## config.mk

```make
export PLATFORM = sky130hd
export DESIGN_NAME = pipeline_cpu
export DESIGN_NICKNAME = d
export VERILOG_FILES = /design/src/source/cpu_pkg.sv /design/src/source/pipe_if.sv /design/src/source/pipeline_cpu.sv /design/src/source/memory_stage.sv /design/src/source/execute_stage.sv /design/src/source/decode_stage.sv /design/src/source/hazard_unit.sv /design/src/source/register_file.sv /design/src/source/fetch_stage.sv
export SDC_FILE = /design/constraint.sdc
export NUM_CORES = 2
export LEC_CHECK = 0
export BUFFER_PORTS_ARGS = -buffer_cell sky130_fd_sc_hd__buf_2
export CAP_MARGIN = 20
export CORE_MARGIN = 2
export CORE_UTILIZATION = 50
export DETAILED_ROUTE_END_ITERATION = 10
export HOLD_SLACK_MARGIN = 0.15
export PLACE_DENSITY = 0.68
export SLEW_MARGIN = 20
export SYNTH_ARGS = -nofsm -noshare
export SYNTH_HDL_FRONTEND = slang
export SYNTH_SLANG_ARGS = --single-unit
```

## constraint.sdc

```tcl
create_clock -name clk_i -period 7.57 [get_ports clk_i]
set_input_delay 0.3785 -clock clk_i [delete_from_list [all_inputs] [get_ports clk_i]]
set_output_delay 0.3785 -clock clk_i [all_outputs]
set_load 0.005 [all_outputs]
```

## src/source/cpu_pkg.sv

```systemverilog
package cpu_pkg;

	parameter int XLEN       = 32;
	parameter int REG_ADDR_W = 5;
	parameter int NUM_REGS   = 32;

	typedef logic [XLEN-1:0]       word_t;
	typedef logic [REG_ADDR_W-1:0] reg_addr_t;

	// Major opcode field, instr[31:26]
	typedef enum logic [5:0] {
		OP_SPECIAL = 6'h00,
		OP_BEQ     = 6'h04,
		OP_BNE     = 6'h05,
		OP_ADDIU   = 6'h09,
		OP_LW      = 6'h23,
		OP_SW      = 6'h2b
	} opcode_e;

	// R-type function field, instr[5:0]
	typedef enum logic [5:0] {
		FN_ADDU = 6'h21,
		FN_SUBU = 6'h23,
		FN_AND  = 6'h24,
		FN_OR   = 6'h25,
		FN_SLT  = 6'h2a
	} funct_e;

	typedef enum logic [2:0] {
		ALU_ADD,
		ALU_SUB,
		ALU_AND,
		ALU_OR,
		ALU_SLT
	} alu_op_e;

	// Where a decode operand comes from
	typedef enum logic [1:0] {
		FWD_REG,
		FWD_EX,
		FWD_MEM,
		FWD_WB
	} fwd_sel_e;

endpackage
```

## src/source/pipe_if.sv

```systemverilog
`timescale 1ns/1ps

// Decode to execute
interface id_ex_if import cpu_pkg::*; ();
	logic      valid;
	alu_op_e   alu_op;
	word_t     op_a;
	word_t     op_b;
	word_t     imm;
	logic      use_imm;
	reg_addr_t rd;
	logic      reg_write;
	logic      load;
	logic      store;

	modport src (output valid, alu_op, op_a, op_b, imm, use_imm, rd, reg_write, load, store);
	modport dst (input valid, alu_op, op_a, op_b, imm, use_imm, rd, reg_write, load, store);
endinterface

// Execute to memory
interface ex_mem_if import cpu_pkg::*; ();
	logic      valid;
	word_t     result;
	word_t     store_data;
	reg_addr_t rd;
	logic      reg_write;
	logic      load;
	logic      store;

	modport src (output valid, result, store_data, rd, reg_write, load, store);
	modport dst (input valid, result, store_data, rd, reg_write, load, store);
endinterface

// Results travelling back to decode
interface fwd_if import cpu_pkg::*; ();
	word_t     ex_result;
	reg_addr_t ex_rd;
	logic      ex_reg_write;
	logic      ex_load;
	word_t     mem_data;
	reg_addr_t mem_rd;
	logic      mem_reg_write;
	word_t     wb_data;
	reg_addr_t wb_rd;
	logic      wb_reg_write;

	modport ex_producer (output ex_result, ex_rd, ex_reg_write, ex_load);
	modport mem_producer (output mem_data, mem_rd, mem_reg_write, wb_data, wb_rd, wb_reg_write);
	modport consumer (input ex_result, mem_data, wb_data, wb_rd, wb_reg_write);
	modport monitor (input ex_rd, ex_reg_write, ex_load, mem_rd, mem_reg_write,
		wb_rd, wb_reg_write);
endinterface

```

## src/source/pipeline_cpu.sv

```systemverilog
`timescale 1ns/1ps

module pipeline_cpu import cpu_pkg::*; #(
	parameter word_t RESET_PC = '0
) (
	input  logic  clk_i,
	input  logic  arst_n_i,
	output word_t imem_addr_o,
	input  word_t imem_data_i,
	output logic  dmem_en_o,
	output logic  dmem_we_o,
	output word_t dmem_addr_o,
	output word_t dmem_wdata_o,
	input  word_t dmem_rdata_i
);

	word_t     pc;
	logic      stall;
	logic      flush;
	fwd_sel_e  fwd_a_sel;
	fwd_sel_e  fwd_b_sel;
	reg_addr_t rs;
	reg_addr_t rt;
	logic      branch_taken;
	word_t     branch_target;

	id_ex_if  u_id_ex ();
	ex_mem_if u_ex_mem ();
	fwd_if    u_fwd ();

	assign imem_addr_o = pc;

	fetch_stage #(
		.RESET_PC (RESET_PC)
	) u_fetch_stage (
		.clk_i           (clk_i),
		.arst_n_i        (arst_n_i),
		.stall_i         (stall),
		.branch_taken_i  (branch_taken),
		.branch_target_i (branch_target),
		.pc_o            (pc)
	);

	decode_stage u_decode_stage (
		.clk_i           (clk_i),
		.arst_n_i        (arst_n_i),
		.stall_i         (stall),
		.flush_i         (flush),
		.pc_i            (pc),
		.instr_i         (imem_data_i),
		.fwd_a_sel_i     (fwd_a_sel),
		.fwd_b_sel_i     (fwd_b_sel),
		.fwd             (u_fwd),
		.id_ex           (u_id_ex),
		.rs_o            (rs),
		.rt_o            (rt),
		.branch_taken_o  (branch_taken),
		.branch_target_o (branch_target)
	);

	hazard_unit u_hazard_unit (
		.rs_i           (rs),
		.rt_i           (rt),
		.branch_taken_i (branch_taken),
		.fwd            (u_fwd),
		.stall_o        (stall),
		.flush_o        (flush),
		.fwd_a_sel_o    (fwd_a_sel),
		.fwd_b_sel_o    (fwd_b_sel)
	);

	execute_stage u_execute_stage (
		.clk_i    (clk_i),
		.arst_n_i (arst_n_i),
		.stall_i  (stall),
		.id_ex    (u_id_ex),
		.ex_mem   (u_ex_mem),
		.fwd      (u_fwd)
	);

	memory_stage u_memory_stage (
		.clk_i        (clk_i),
		.arst_n_i     (arst_n_i),
		.ex_mem       (u_ex_mem),
		.fwd          (u_fwd),
		.dmem_en_o    (dmem_en_o),
		.dmem_we_o    (dmem_we_o),
		.dmem_addr_o  (dmem_addr_o),
		.dmem_wdata_o (dmem_wdata_o),
		.dmem_rdata_i (dmem_rdata_i)
	);

endmodule

```

## src/source/memory_stage.sv

```systemverilog
`timescale 1ns/1ps

module memory_stage import cpu_pkg::*; (
	input  logic         clk_i,
	input  logic         arst_n_i,
	ex_mem_if.dst        ex_mem,
	fwd_if.mem_producer  fwd,
	output logic         dmem_en_o,
	output logic         dmem_we_o,
	output word_t        dmem_addr_o,
	output word_t        dmem_wdata_o,
	input  word_t        dmem_rdata_i
);

	logic      exmem_valid;
	logic      exmem_reg_write;
	logic      exmem_load;
	logic      exmem_store;
	word_t     exmem_result;
	word_t     exmem_store_data;
	reg_addr_t exmem_rd;
	word_t     mem_data;
	logic      wb_reg_write;
	word_t     wb_data;
	reg_addr_t wb_rd;

	////////////////////////////////////////////////////////////////////////////
	// EX/MEM register

	always_ff @(posedge clk_i or negedge arst_n_i) begin
		if (!arst_n_i) begin
			exmem_valid     <= 1'b0;
			exmem_reg_write <= 1'b0;
			exmem_load      <= 1'b0;
			exmem_store     <= 1'b0;
		end else begin
			exmem_valid     <= ex_mem.valid;
			exmem_reg_write <= ex_mem.reg_write;
			exmem_load      <= ex_mem.load;
			exmem_store     <= ex_mem.store;
		end
	end

	always_ff @(posedge clk_i) begin
		exmem_result     <= ex_mem.result;
		exmem_store_data <= ex_mem.store_data;
		exmem_rd         <= ex_mem.rd;
	end

	// Data port, read data comes back in the same cycle
	assign dmem_en_o    = exmem_valid && (exmem_load || exmem_store);
	assign dmem_we_o    = exmem_valid && exmem_store;
	assign dmem_addr_o  = exmem_result;
	assign dmem_wdata_o = exmem_store_data;

	assign mem_data = exmem_load ? dmem_rdata_i : exmem_result;

	////////////////////////////////////////////////////////////////////////////
	// MEM/WB register

	always_ff @(posedge clk_i or negedge arst_n_i) begin
		if (!arst_n_i) begin
			wb_reg_write <= 1'b0;
		end else begin
			wb_reg_write <= exmem_valid && exmem_reg_write;
		end
	end

	always_ff @(posedge clk_i) begin
		wb_data <= mem_data;
		wb_rd   <= exmem_rd;
	end

	assign fwd.mem_data      = mem_data;
	assign fwd.mem_rd        = exmem_rd;
	assign fwd.mem_reg_write = exmem_valid && exmem_reg_write;
	assign fwd.wb_data       = wb_data;
	assign fwd.wb_rd         = wb_rd;
	assign fwd.wb_reg_write  = wb_reg_write;

endmodule

```

## src/source/execute_stage.sv

```systemverilog
`timescale 1ns/1ps

module execute_stage import cpu_pkg::*; (
	input  logic        clk_i,
	input  logic        arst_n_i,
	input  logic        stall_i,
	id_ex_if.dst        id_ex,
	ex_mem_if.src       ex_mem,
	fwd_if.ex_producer  fwd
);

	logic      idex_valid;
	logic      idex_reg_write;
	logic      idex_load;
	logic      idex_store;
	alu_op_e   idex_alu_op;
	word_t     idex_a;
	word_t     idex_b;
	word_t     idex_imm;
	logic      idex_use_imm;
	reg_addr_t idex_rd;
	word_t     alu_b;
	word_t     alu_result;

	////////////////////////////////////////////////////////////////////////////
	// ID/EX register, a stall inserts a bubble

	always_ff @(posedge clk_i or negedge arst_n_i) begin
		if (!arst_n_i) begin
			idex_valid     <= 1'b0;
			idex_reg_write <= 1'b0;
			idex_load      <= 1'b0;
			idex_store     <= 1'b0;
		end else if (stall_i) begin
			idex_valid     <= 1'b0;
			idex_reg_write <= 1'b0;
			idex_load      <= 1'b0;
			idex_store     <= 1'b0;
		end else begin
			idex_valid     <= id_ex.valid;
			idex_reg_write <= id_ex.reg_write;
			idex_load      <= id_ex.load;
			idex_store     <= id_ex.store;
		end
	end

	always_ff @(posedge clk_i) begin
		idex_alu_op  <= id_ex.alu_op;
		idex_a       <= id_ex.op_a;
		idex_b       <= id_ex.op_b;
		idex_imm     <= id_ex.imm;
		idex_use_imm <= id_ex.use_imm;
		idex_rd      <= id_ex.rd;
	end

	assign alu_b = idex_use_imm ? idex_imm : idex_b;

	always_comb begin
		case (idex_alu_op)
			ALU_ADD: alu_result = idex_a + alu_b;
			ALU_SUB: alu_result = idex_a - alu_b;
			ALU_AND: alu_result = idex_a & alu_b;
			ALU_OR:  alu_result = idex_a | alu_b;
			ALU_SLT: alu_result = {{(XLEN-1){1'b0}}, ($signed(idex_a) < $signed(alu_b))};
			default: alu_result = '0;
		endcase
	end

	assign ex_mem.valid      = idex_valid;
	assign ex_mem.result     = alu_result;
	assign ex_mem.store_data = idex_b;
	assign ex_mem.rd         = idex_rd;
	assign ex_mem.reg_write  = idex_reg_write;
	assign ex_mem.load       = idex_load;
	assign ex_mem.store      = idex_store;

	assign fwd.ex_result    = alu_result;
	assign fwd.ex_rd        = idex_rd;
	assign fwd.ex_reg_write = idex_valid && idex_reg_write;
	assign fwd.ex_load      = idex_valid && idex_load;

endmodule

```

## src/source/decode_stage.sv

```systemverilog
`timescale 1ns/1ps

module decode_stage import cpu_pkg::*; (
	input  logic      clk_i,
	input  logic      arst_n_i,
	input  logic      stall_i,
	input  logic      flush_i,
	input  word_t     pc_i,
	input  word_t     instr_i,
	input  fwd_sel_e  fwd_a_sel_i,
	input  fwd_sel_e  fwd_b_sel_i,
	fwd_if.consumer   fwd,
	id_ex_if.src      id_ex,
	output reg_addr_t rs_o,
	output reg_addr_t rt_o,
	output logic      branch_taken_o,
	output word_t     branch_target_o
);

	logic      ifid_valid;
	word_t     ifid_pc;
	word_t     ifid_instr;
	opcode_e   opcode;
	funct_e    funct;
	reg_addr_t rs;
	reg_addr_t rt;
	reg_addr_t rd;
	word_t     imm_ext;
	word_t     rs_data;
	word_t     rt_data;
	word_t     op_a;
	word_t     op_b;
	alu_op_e   alu_op;
	logic      use_imm;
	reg_addr_t dest;
	logic      reg_write;
	logic      load;
	logic      store;
	logic      is_beq;
	logic      is_bne;

	////////////////////////////////////////////////////////////////////////////
	// IF/ID register

	always_ff @(posedge clk_i or negedge arst_n_i) begin
		if (!arst_n_i) begin
			ifid_valid <= 1'b0;
			ifid_pc    <= '0;
			ifid_instr <= '0;
		end else if (stall_i) begin
			ifid_valid <= ifid_valid;
		end else if (flush_i) begin
			// Wrong-path fetch after a taken branch
			ifid_valid <= 1'b0;
			ifid_instr <= '0;
		end else begin
			ifid_valid <= 1'b1;
			ifid_pc    <= pc_i;
			ifid_instr <= instr_i;
		end
	end

	assign opcode  = opcode_e'(ifid_instr[31:26]);
	assign funct   = funct_e'(ifid_instr[5:0]);
	assign rs      = ifid_instr[25:21];
	assign rt      = ifid_instr[20:16];
	assign rd      = ifid_instr[15:11];
	assign imm_ext = {{16{ifid_instr[15]}}, ifid_instr[15:0]};

	////////////////////////////////////////////////////////////////////////////
	// Control decode, anything unknown stays a no-op

	always_comb begin
		alu_op    = ALU_ADD;
		use_imm   = 1'b0;
		dest      = '0;
		reg_write = 1'b0;
		load      = 1'b0;
		store     = 1'b0;
		is_beq    = 1'b0;
		is_bne    = 1'b0;
		if (ifid_valid) begin
			case (opcode)
				OP_SPECIAL: begin
					dest      = rd;
					reg_write = 1'b1;
					case (funct)
						FN_ADDU: alu_op = ALU_ADD;
						FN_SUBU: alu_op = ALU_SUB;
						FN_AND:  alu_op = ALU_AND;
						FN_OR:   alu_op = ALU_OR;
						FN_SLT:  alu_op = ALU_SLT;
						default: reg_write = 1'b0;
					endcase
				end
				OP_ADDIU: begin
					use_imm   = 1'b1;
					dest      = rt;
					reg_write = 1'b1;
				end
				OP_LW: begin
					use_imm   = 1'b1;
					dest      = rt;
					reg_write = 1'b1;
					load      = 1'b1;
				end
				OP_SW: begin
					use_imm = 1'b1;
					store   = 1'b1;
				end
				OP_BEQ:  is_beq = 1'b1;
				OP_BNE:  is_bne = 1'b1;
				default: ;
			endcase
		end
	end

	register_file u_register_file (
		.clk_i     (clk_i),
		.rs_i      (rs),
		.rt_i      (rt),
		.rs_data_o (rs_data),
		.rt_data_o (rt_data),
		.we_i      (fwd.wb_reg_write),
		.waddr_i   (fwd.wb_rd),
		.wdata_i   (fwd.wb_data)
	);

	function automatic word_t operand(fwd_sel_e sel, word_t rf, word_t ex, word_t mem,
		word_t wb);
		case (sel)
			FWD_EX:  return ex;
			FWD_MEM: return mem;
			FWD_WB:  return wb;
			default: return rf;
		endcase
	endfunction

	assign op_a = operand(fwd_a_sel_i, rs_data, fwd.ex_result, fwd.mem_data, fwd.wb_data);
	assign op_b = operand(fwd_b_sel_i, rt_data, fwd.ex_result, fwd.mem_data, fwd.wb_data);

	// Branches resolve here, target is pc + 4 + (imm << 2)
	assign branch_taken_o  = (is_beq && (op_a == op_b)) || (is_bne && (op_a != op_b));
	assign branch_target_o = ifid_pc + 32'd4 + {imm_ext[29:0], 2'b00};

	assign rs_o = rs;
	assign rt_o = rt;

	assign id_ex.valid     = ifid_valid;
	assign id_ex.alu_op    = alu_op;
	assign id_ex.op_a      = op_a;
	assign id_ex.op_b      = op_b;
	assign id_ex.imm       = imm_ext;
	assign id_ex.use_imm   = use_imm;
	assign id_ex.rd        = dest;
	assign id_ex.reg_write = reg_write;
	assign id_ex.load      = load;
	assign id_ex.store     = store;

endmodule

```

## src/source/hazard_unit.sv

```systemverilog
`timescale 1ns/1ps

module hazard_unit import cpu_pkg::*; (
	input  reg_addr_t  rs_i,
	input  reg_addr_t  rt_i,
	input  logic       branch_taken_i,
	fwd_if.monitor     fwd,
	output logic       stall_o,
	output logic       flush_o,
	output fwd_sel_e   fwd_a_sel_o,
	output fwd_sel_e   fwd_b_sel_o
);

	// Youngest producer first, register 0 never forwarded
	function automatic fwd_sel_e pick_source(reg_addr_t src);
		if (src == '0) return FWD_REG;
		if (fwd.ex_reg_write && (fwd.ex_rd == src)) return FWD_EX;
		if (fwd.mem_reg_write && (fwd.mem_rd == src)) return FWD_MEM;
		if (fwd.wb_reg_write && (fwd.wb_rd == src)) return FWD_WB;
		return FWD_REG;
	endfunction

	always_comb begin
		fwd_a_sel_o = pick_source(rs_i);
		fwd_b_sel_o = pick_source(rt_i);
	end

	// Load in execute feeding decode, data only exists one stage later
	assign stall_o = fwd.ex_load && (fwd.ex_rd != '0) &&
		((fwd.ex_rd == rs_i) || (fwd.ex_rd == rt_i));

	assign flush_o = branch_taken_i && !stall_o;

endmodule

```

## src/source/register_file.sv

```systemverilog
`timescale 1ns/1ps

module register_file import cpu_pkg::*; (
	input  logic      clk_i,
	input  reg_addr_t rs_i,
	input  reg_addr_t rt_i,
	output word_t     rs_data_o,
	output word_t     rt_data_o,
	input  logic      we_i,
	input  reg_addr_t waddr_i,
	input  word_t     wdata_i
);

	word_t regs [NUM_REGS];

	always_ff @(posedge clk_i) begin
		if (we_i && (waddr_i != '0)) begin
			regs[waddr_i] <= wdata_i;
		end
	end

	// Register 0 reads zero whatever the array holds
	assign rs_data_o = (rs_i == '0) ? '0 : regs[rs_i];
	assign rt_data_o = (rt_i == '0) ? '0 : regs[rt_i];

endmodule

```

## src/source/fetch_stage.sv

```systemverilog
`timescale 1ns/1ps

module fetch_stage import cpu_pkg::*; #(
	parameter word_t RESET_PC = '0
) (
	input  logic  clk_i,
	input  logic  arst_n_i,
	input  logic  stall_i,
	input  logic  branch_taken_i,
	input  word_t branch_target_i,
	output word_t pc_o
);

	word_t pc;

	// Stall wins over a redirect, the branch is re-resolved afterwards
	always_ff @(posedge clk_i or negedge arst_n_i) begin
		if (!arst_n_i) begin
			pc <= RESET_PC;
		end else if (stall_i) begin
			pc <= pc;
		end else if (branch_taken_i) begin
			pc <= branch_target_i;
		end else begin
			pc <= pc + 32'd4;
		end
	end

	assign pc_o = pc;

endmodule

```

=== After elaboration in Yosys (flattened, before gate mapping) ===
Memory sizes are Yosys's and may differ from the RTL's.
Cells that the tools add are included.

* Bits in registers: 301
* Latch bits: 0
* RAM bits: 1,024
* Bits in read-only memories: 0
* Bits of input ports: 66
* Output and inout bits: 98
* Word-level logic and storage cells: 161
* Memories: 1

{| class="wikitable"
|+ Memory list
! memory !! words !! bits a word !! read ports !! clocked after Yosys merged registers in !! write ports !! RTL line !! source
|-
| u_decode_stage.u_register_file.regs || 32 || 32 || 2 || 0 || 1 || register_file.sv:14 || <nowiki>word_t regs [NUM_REGS];</nowiki>
|}

* Add/sub/neg operators: 5
* Multiply operators: 0
* Divide/modulo/power cells: 0
* Order comparisons: 1
* Equal/unequal tests: 28
* Shift operators: 0
* Multiplexer cells: 66
* Bitwise logic cells: 4
* Reduce and logical (&&, ||, !) cells: 32

{| class="wikitable"
|+ Operators by type and width
! cell !! number
|-
| $mux W32 || 6
|-
| $pmux W32 S3 || 2
|-
| $pmux W32 S5 || 1
|-
| $add A32 B3 Y32 const B || 2
|-
| $add A32 B32 Y32 || 2
|-
| $eq A6 B6 Y1 const B || 7
|-
| $mux W1 || 38
|-
| $and A32 B32 Y32 || 1
|-
| $eq A32 B32 Y1 || 1
|-
| $lt A32 B32 Y1 || 1
|-
| $mux W2 || 16
|-
| $ne A32 B32 Y1 || 1
|-
| $or A32 B32 Y32 || 1
|-
| $sub A32 B32 Y32 || 1
|-
| $eq A5 B5 Y1 || 6
|-
| $logic_and A1 B1 Y1 || 17
|-
| $eq A6 B3 Y1 const B || 2
|-
| $pmux W3 S4 || 1
|-
| $logic_not A5 Y1 || 2
|-
| $pmux W5 S2 || 1
|-
| $reduce_bool A5 Y1 || 2
|-
| $eq A2 B2 Y1 const B || 4
|-
| $eq A3 B2 Y1 const B || 2
|-
| $eq A6 B4 Y1 const B || 1
|-
| 13 further kinds || 18
|}

=== Longest topological paths before layout ===
* Word-level depth: 21
* Depth in mapped cells: 26
* Gate-level depth less buffers: 21

=== Hierarchy ===
A second synthesis with hierarchy kept.

* Cell total of the unflattened synthesis: 4,637
* Area, all modules: 68,192.9 µm²

{| class="wikitable"
|+ Modules (own cells, without submodules)
! module !! instances !! cells each !! area an instance (µm²)
|-
| register_file || 1 || 2,564 || 47,929.7
|-
| execute_stage || 1 || 982 || 8,197.9
|-
| decode_stage || 1 || 646 || 6,809.0
|-
| memory_stage || 1 || 150 || 2,807.7
|-
| fetch_stage || 1 || 238 || 1,998.2
|-
| hazard_unit || 1 || 57 || 450.4
|}

=== Least setup slack after synthesis ===
Ideal clock, no wire load.

* Path type: reg2reg
* Start point: register u_execute_stage.idex_use_imm
* End point: register u_decode_stage.ifid_pc[22]
* Library setup time: 128 ps
* Arrival: 6,057 ps
* Required time: 7,442 ps
* Setup slack: 1,386 ps
* Stages on the path, launching flop included: 25
* Buffers on the path: 4
* Cells stage by stage: dfxtp_1 -> clkbuf_1 -> clkbuf_1 -> mux2i_1 -> inv_1 -> ha_1 -> inv_1 -> fa_1 -> or2_2 -> a21oi_1 -> o211ai_1 -> a31oi_1 -> a41oi_1 -> a2111oi_0 -> o21ai_0 -> a211oi_1 -> xor2_1 -> nor3_1 -> nand4_1 -> or4_4 -> or3_1 -> buf_6 -> nand3_2 -> buf_2 -> mux2_1

* Cells in the longest elaborated chain, start to end: 10
* Elaborated cells between the ends (all ways): 17
* Those cells by class: 2 x add/sub; 1 x order compare; 2 x eq/ne; 4 x mux; 3 x bitwise; 5 x reduce/logical

{| class="wikitable"
|+ Ends and longest elaborated chain
! item !! RTL line !! source
|-
| from (decl) || execute_stage.sv:20 || <nowiki>logic idex_use_imm;</nowiki>
|-
| from (signal assigned) || execute_stage.sv:52 || <nowiki>idex_use_imm <= id_ex.use_imm;</nowiki>
|-
| $mux W32 (*) || execute_stage.sv:56 || <nowiki>assign alu_b = idex_use_imm ? idex_imm : idex_b;</nowiki>
|-
| $sub A32 B32 Y32, or another cell as far along || execute_stage.sv:61 || <nowiki>ALU_SUB: alu_result = idex_a - alu_b;</nowiki>
|-
| $pmux W32 S5 (*) || execute_stage.sv:59 || <nowiki>case (idex_alu_op)</nowiki>
|-
| $pmux W32 S3 (*) || decode_stage.sv:131 || <nowiki>case (sel)</nowiki>
|-
| via u_decode_stage.id_ex.op_b[16] || pipe_if.sv:16 || <nowiki>modport src (output valid, alu_op, op_a, op_b, imm, use_imm, rd, reg_write, load, store);</nowiki>
|-
| $eq A32 B32 Y1 or $ne A32 B32 Y1 (tied branches) || decode_stage.sv:143 || <nowiki>assign branch_taken_o = (is_beq && (op_a == op_b)) || (is_bne && (op_a != op_b));</nowiki>
|-
| $logic_and A1 B1 Y1 || decode_stage.sv:143 ||
|-
| $logic_or A1 B1 Y1 (*) || decode_stage.sv:143 ||
|-
| $logic_and A1 B1 Y1 (*) || hazard_unit.sv:32 || <nowiki>assign flush_o = branch_taken_i && !stall_o;</nowiki>
|-
| $not A1 Y1 (no line) (*) || - ||
|-
| $reduce_and A2 Y1 (no line) (*) || - ||
|-
| to (signal assigned) || decode_stage.sv:58 || <nowiki>ifid_pc <= pc_i;</nowiki>
|-
| to (decl) || decode_stage.sv:21 || <nowiki>word_t ifid_pc;</nowiki>
|}

Mark *: on every way through the listed nets, which the timed path passes. The rest lies on a longest branch.
A chain may end at the register's enable or synchronous reset.

=== Worst setup path after layout ===
* Start point: register u_execute_stage.idex_use_imm
* End point: register u_fetch_stage.pc[7], in the netlist u_fetch_stage.pc_o[7]

* Cells in the longest elaborated chain, start to end: 8
* Elaborated cells between the ends (all ways): 15
* Those cells by class: 2 x add/sub; 1 x order compare; 2 x eq/ne; 5 x mux; 2 x bitwise; 3 x reduce/logical

{| class="wikitable"
|+ Ends and longest elaborated chain
! item !! RTL line !! source
|-
| $mux W32 (*) || execute_stage.sv:56 ||
|-
| $sub A32 B32 Y32, or another cell as far along || execute_stage.sv:61 ||
|-
| $pmux W32 S5 (*) || execute_stage.sv:59 ||
|-
| via u_decode_stage.fwd.ex_result[4] || pipe_if.sv:49 || <nowiki>modport consumer (input ex_result, mem_data, wb_data, wb_rd, wb_reg_write);</nowiki>
|-
| $pmux W32 S3 (*) || decode_stage.sv:131 ||
|-
| via u_decode_stage.id_ex.op_a[4] || pipe_if.sv:16 ||
|-
| $eq A32 B32 Y1 or $ne A32 B32 Y1 (tied branches) || decode_stage.sv:143 ||
|-
| $logic_and A1 B1 Y1 || decode_stage.sv:143 ||
|-
| $logic_or A1 B1 Y1 (*) || decode_stage.sv:143 ||
|-
| $mux W32 (*) || fetch_stage.sv:22 || <nowiki>end else if (branch_taken_i) begin</nowiki>
|-
| to (signal assigned) || fetch_stage.sv:21 || <nowiki>pc <= pc;</nowiki>
|-
| to (signal assigned) || fetch_stage.sv:23 || <nowiki>pc <= branch_target_i;</nowiki>
|-
| to (signal assigned) || fetch_stage.sv:25 || <nowiki>pc <= pc + 32'd4;</nowiki>
|-
| to (decl) || fetch_stage.sv:14 || <nowiki>word_t pc;</nowiki>
|}

Marked as above.

==> impl_metrics.yaml <==
synthesis:
  synth-edff-count: 1024
  synth-compound-area-share_pct: 7.31
  async_flop_share_pct: 8.00
  ys_ff_latch: 1325
  yosys.area_share.simple_pct: 5.82
  synth_area_per_cell_sq_um: 15.3
  synth_seq_area_share_pct: 55.9
  ys_types: 102
  synthMuxAreaShare_pct: 23.4
  synth_area_leaders: "edfxtp_1 46%, mux4_2 21%, dfxtp_1 5.8%"
  ys.flop_type: "edfxtp_1"
  synth_top_area_share_pct: 46.1
  ys_warn_count: 0
  synthCells: 4351
  synth_xor_area_share_pct: 1.36
  synthAdderAreaFrac_pct: 3.14
  synth_top_family_by_area: "multiplexers"
  netlist_area_sq_um: 66800
  synth_top_area_cell: "edfxtp_1"
final_layout:
  syn_to_final_growth_pct: 13.0
  mostFrequentLayoutCell: "edfxtp_1"
  layout_common_cells: "1024 x edfxtp_1, 612 x mux4_2, 263 x nand2_1"
  fillCellCount: 10157
  layout-drive-gt1-share_pct: 27.1
  layout.cells.non_filler: 6494
  fin_nets: 4842
  diodes: 0
  finalInstanceArea_sq_um: 75400
floorplanning:
  core_area_sq_um: 133000
  dieWidth_um: 369
  rows: 134
  die_h_um: 369
  dieArea_sq_um: 136000
  start_util_pct: 50.2
  ios: 164
timing:
  finalSetupTns_ns: 0
  slew_headroom_pct: 24.6
  finalSetupViolCount: 0
  rsz0062_at_grt: "false"
  fmax_mhz: 139
  worstMarginPinSlew_ns: 1.13
  fin_skew_ns: 0.0424
  final.period_utilization_pct: 95.0
  drv_slew: 0
  period_minus_slack_ns: 7.19
  hold_viol: 0
placed_design:
  hpwlAfterDp_um: 137000
  gp_congestion: 1.02
  dp_cells: 6168
  port_buffers: 163
  postPlaceCellArea_sq_um: 70000
power_and_ir_drop:
  pwr-share-seq_pct: 47.5
  p_sw_w: 0.00652
  power.leakage_nw: 26.3
  power.internal_w: 0.0150
  peakVddDrop_v: 0.000227
  switching_share_pct: 30.3
  power_w: 0.0215
  p_clk_share_pct: 33.0
  p_per_area_nw_per_um2: 285
  comb_power_share_pct: 19.5
critical_path:
  worstPathArrival_ns: 7.83
  cp_slowest_stage_delay_ns: 0.70
  crit_path_start_kind: "flip-flop"
  crit_path_start: "u_execute_stage.idex_use_imm"
  end_kind: "flip-flop"
  endpoint: "u_fetch_stage.pc_o[7]"
  r2r_start: "u_execute_stage.idex_use_imm"
  required_ns: 8.21
  r2r_slack_ns: 0.38
  path_cells: "buf_4 -> mux2i_1 -> inv_1 -> fa_1 -> o21ba_2 -> o21ai_1 -> a2111oi_0 -> a211oi_1 -> a221oi_2 -> o211ai_1 -> xor2_1 -> a2111oi_2 -> nand4_1 -> nor4_1 -> nand4_1 -> or4_4 -> or3_1 -> nand2_8 -> buf_4 -> mux2i_1 -> a21oi_1"
  cp_max_fo: 48
  ff2ff_path_depth: 21
  cp_slowest_cell: "a211oi_1"
  crit_type: "flip-flop to flip-flop"
  reg2reg_to: "u_fetch_stage.pc_o[7]"
routing:
  routed_wl_um: 209000
  first_iter_violations: 5926
  routed_via_density: 6.78
  dr.pass1.iters: 8
  drcViolationCount: 0
  wl_per_cell_um: 32.1
  vias: 44020
  drtAntennaViolNets: 0
clock_network:
  cts_sinks: 1325
  clk_latency_ns: 0.81
  clockRootBuffer: "clkbuf_16"
  post_cts_buffers: 0
  cts_buffers: 140
  htreeDepth: 4
  clock_path_buffers: 3
  clk_pin_slew_worst_paths_ns: 0.06
  cts_tree: "built"
grt:
  met2_usage_pct: 48.1
  grt_max_degree: 92
  grt_antenna_before_repair: 2
  grtUsageMet3_pct: 6.15
  use_met1_pct: 40.7
  grt_pass1_vias: 43077
  grt_overflow: 0
  grt_use_total_pct: 30.6
  busiest_layer: "met2"
  grt_pass1_wl_um: 300000
outcome:
  status: "finished, final reports clean"
hold_path:
  hp-class: "flip-flop to flip-flop"
run:
  cap_violations: 0
-- worst min-delay path by stage --
stage                                                     start  cells after the start                               to  slack, ns
final                     u_execute_stage.ex_mem.store_data[26]                      0  u_memory_stage.dmem_wdata_o[26]       0.35
after floorplan                                        arst_n_i                      0       u_decode_stage.id_ex.valid       0.08
after detailed placement           u_execute_stage.ex_mem.store                      0       u_memory_stage.exmem_store       0.34
after CTS                                        imem_data_i[9]                      4     u_decode_stage.ifid_instr[9]       0.32
after global placement     u_execute_stage.ex_mem.store_data[0]                      0   u_memory_stage.dmem_wdata_o[0]       0.34
after global routing      u_execute_stage.ex_mem.store_data[22]                      0  u_memory_stage.dmem_wdata_o[22]       0.36
-- what timing repair did --
| item | 4_1_cts | 5_1_grt |
|---|---|---|
| hold buffers | 67 | 0 |
| resized for setup | 0 | 2 |
| endpoints found under the hold margin | 106 | 0 |
| setup endpoints to repair | 0 | 25 |
-- state kept, by name, summed over array words and instances, names as in the netlist, 3 cells and up --
register,count
u_execute_stage.ex_mem.store_data,32
u_execute_stage.idex_imm,16
u_memory_stage.fwd.mem_rd,5
u_memory_stage.dmem_wdata_o,32
u_memory_stage.fwd.wb_data,32
u_execute_stage.ex_mem.rd,5
u_execute_stage.idex_a,32
u_fetch_stage.pc_o,32
u_decode_stage.ifid_instr,32
u_memory_stage.fwd.wb_rd,5
u_decode_stage.ifid_pc,32
u_decode_stage.u_register_file.regs,1024
u_execute_stage.idex_alu_op,3
u_memory_stage.dmem_addr_o,32
-- power by group through the flow --
stage	registers [W]	logic, W	clock network (W)
floorplan	0.00989	0.00265	0
global placement	0.0103	0.00402	0
detailed placement	0.0103	0.00404	0
CTS	0.0102	0.00410	0.00715
global route	0.0103	0.00449	0.00742
finish	0.0102	0.00418	0.00708
-- cells in the mapped netlist, types with 11 or more instances --
| master | instances |
|---|---|
| nand4_1 | 18 |
| o211ai_1 | 38 |
| a211o_1 | 11 |
| a221o_1 | 17 |
| o22ai_1 | 27 |
| or2_2 | 11 |
| xor2_1 | 45 |
| o21a_1 | 14 |
| o31ai_1 | 12 |
| mux2_1 | 16 |
| nor2b_1 | 35 |
| a31oi_1 | 23 |
| clkbuf_1 | 131 |
| dfxtp_1 | 195 |
| buf_6 | 20 |
| mux2_2 | 41 |
| xnor2_1 | 59 |
| and2_1 | 15 |
| a22oi_1 | 18 |
| a21oi_1 | 162 |
| o21bai_1 | 13 |
| nand2_1 | 263 |
| nor4_1 | 19 |
| o21ai_0 | 154 |
| o21ai_1 | 14 |
| mux4_2 | 612 |
| buf_2 | 84 |
| inv_1 | 153 |
| and3_1 | 35 |
| nand3_1 | 69 |
| a21o_1 | 26 |
| ha_1 | 163 |
| nor2_1 | 167 |
| edfxtp_1 | 1024 |
| mux2i_1 | 121 |
| a221oi_1 | 46 |
| nand2b_1 | 27 |
| buf_1 | 33 |
| or3_1 | 16 |
| dfrtp_1 | 106 |
| a211oi_1 | 45 |
| nor3_1 | 63 |
-- critical path, delay by kind of cell (launching register included) --
family / cells / cell delay [ns]
AO/OA/AOI/OAI: 8 / 2.30
XOR/XNOR: 1 / 0.16
adder cells (fa/ha/maj): 1 / 0.43
buffers and inverters: 3 / 0.75
flip-flops: 1 / 0.35
multiplexers: 2 / 0.63
AND/OR/NAND/NOR: 6 / 2.38
-- area by class of cell --
| cell class | count | area (sq um) | area share (%) |
|---|---|---|---|
| clock buffers | 175 | 3750 | 4.97 |
| clock inverters | 83 | 962 | 1.28 |
| inverters | 158 | 596 | 0.790 |
| multi-input cells | 2614 | 27800 | 36.9 |
| flip-flops and latches | 1325 | 37400 | 49.5 |
| well taps | 1768 | 2210 | 2.93 |
| repair buffers | 371 | 2720 | 3.60 |
-- logic make-up (layout without fill, tap and decap cells) --
kind of cell	after synthesis	count (layout)
multiplexers	790	790
adder cells (fa/ha/maj)	166	166
other	1	32
AND/OR/NAND/NOR	794	794
AO/OA/AOI/OAI	728	728
XOR/XNOR	104	104
flip-flops	1325	1325
buffers and inverters	443	787
-- stage by stage --
step | util, % | hold WS, ns | setup slack [ns]
3_5_place_dp | 52.6 | 0.336 | 0.328
3_3_place_gp | 52.6 | 0.337 | 0.351
4_1_cts | 56.7 | 0.323 | 0.295
2_1_floorplan | - | 0.0829 | 1.39
5_1_grt | 56.7 | 0.361 | 0.0286
6_report | 56.7 | 0.351 | 0.381
-- metal layers --
layer	wire, um	up-vias
met5	12	-
met4	11800	2
met3	22500	602
met2	97900	3000
met1	76600	22378
li1	-	18038
Power figures use the tool's default switching activity.
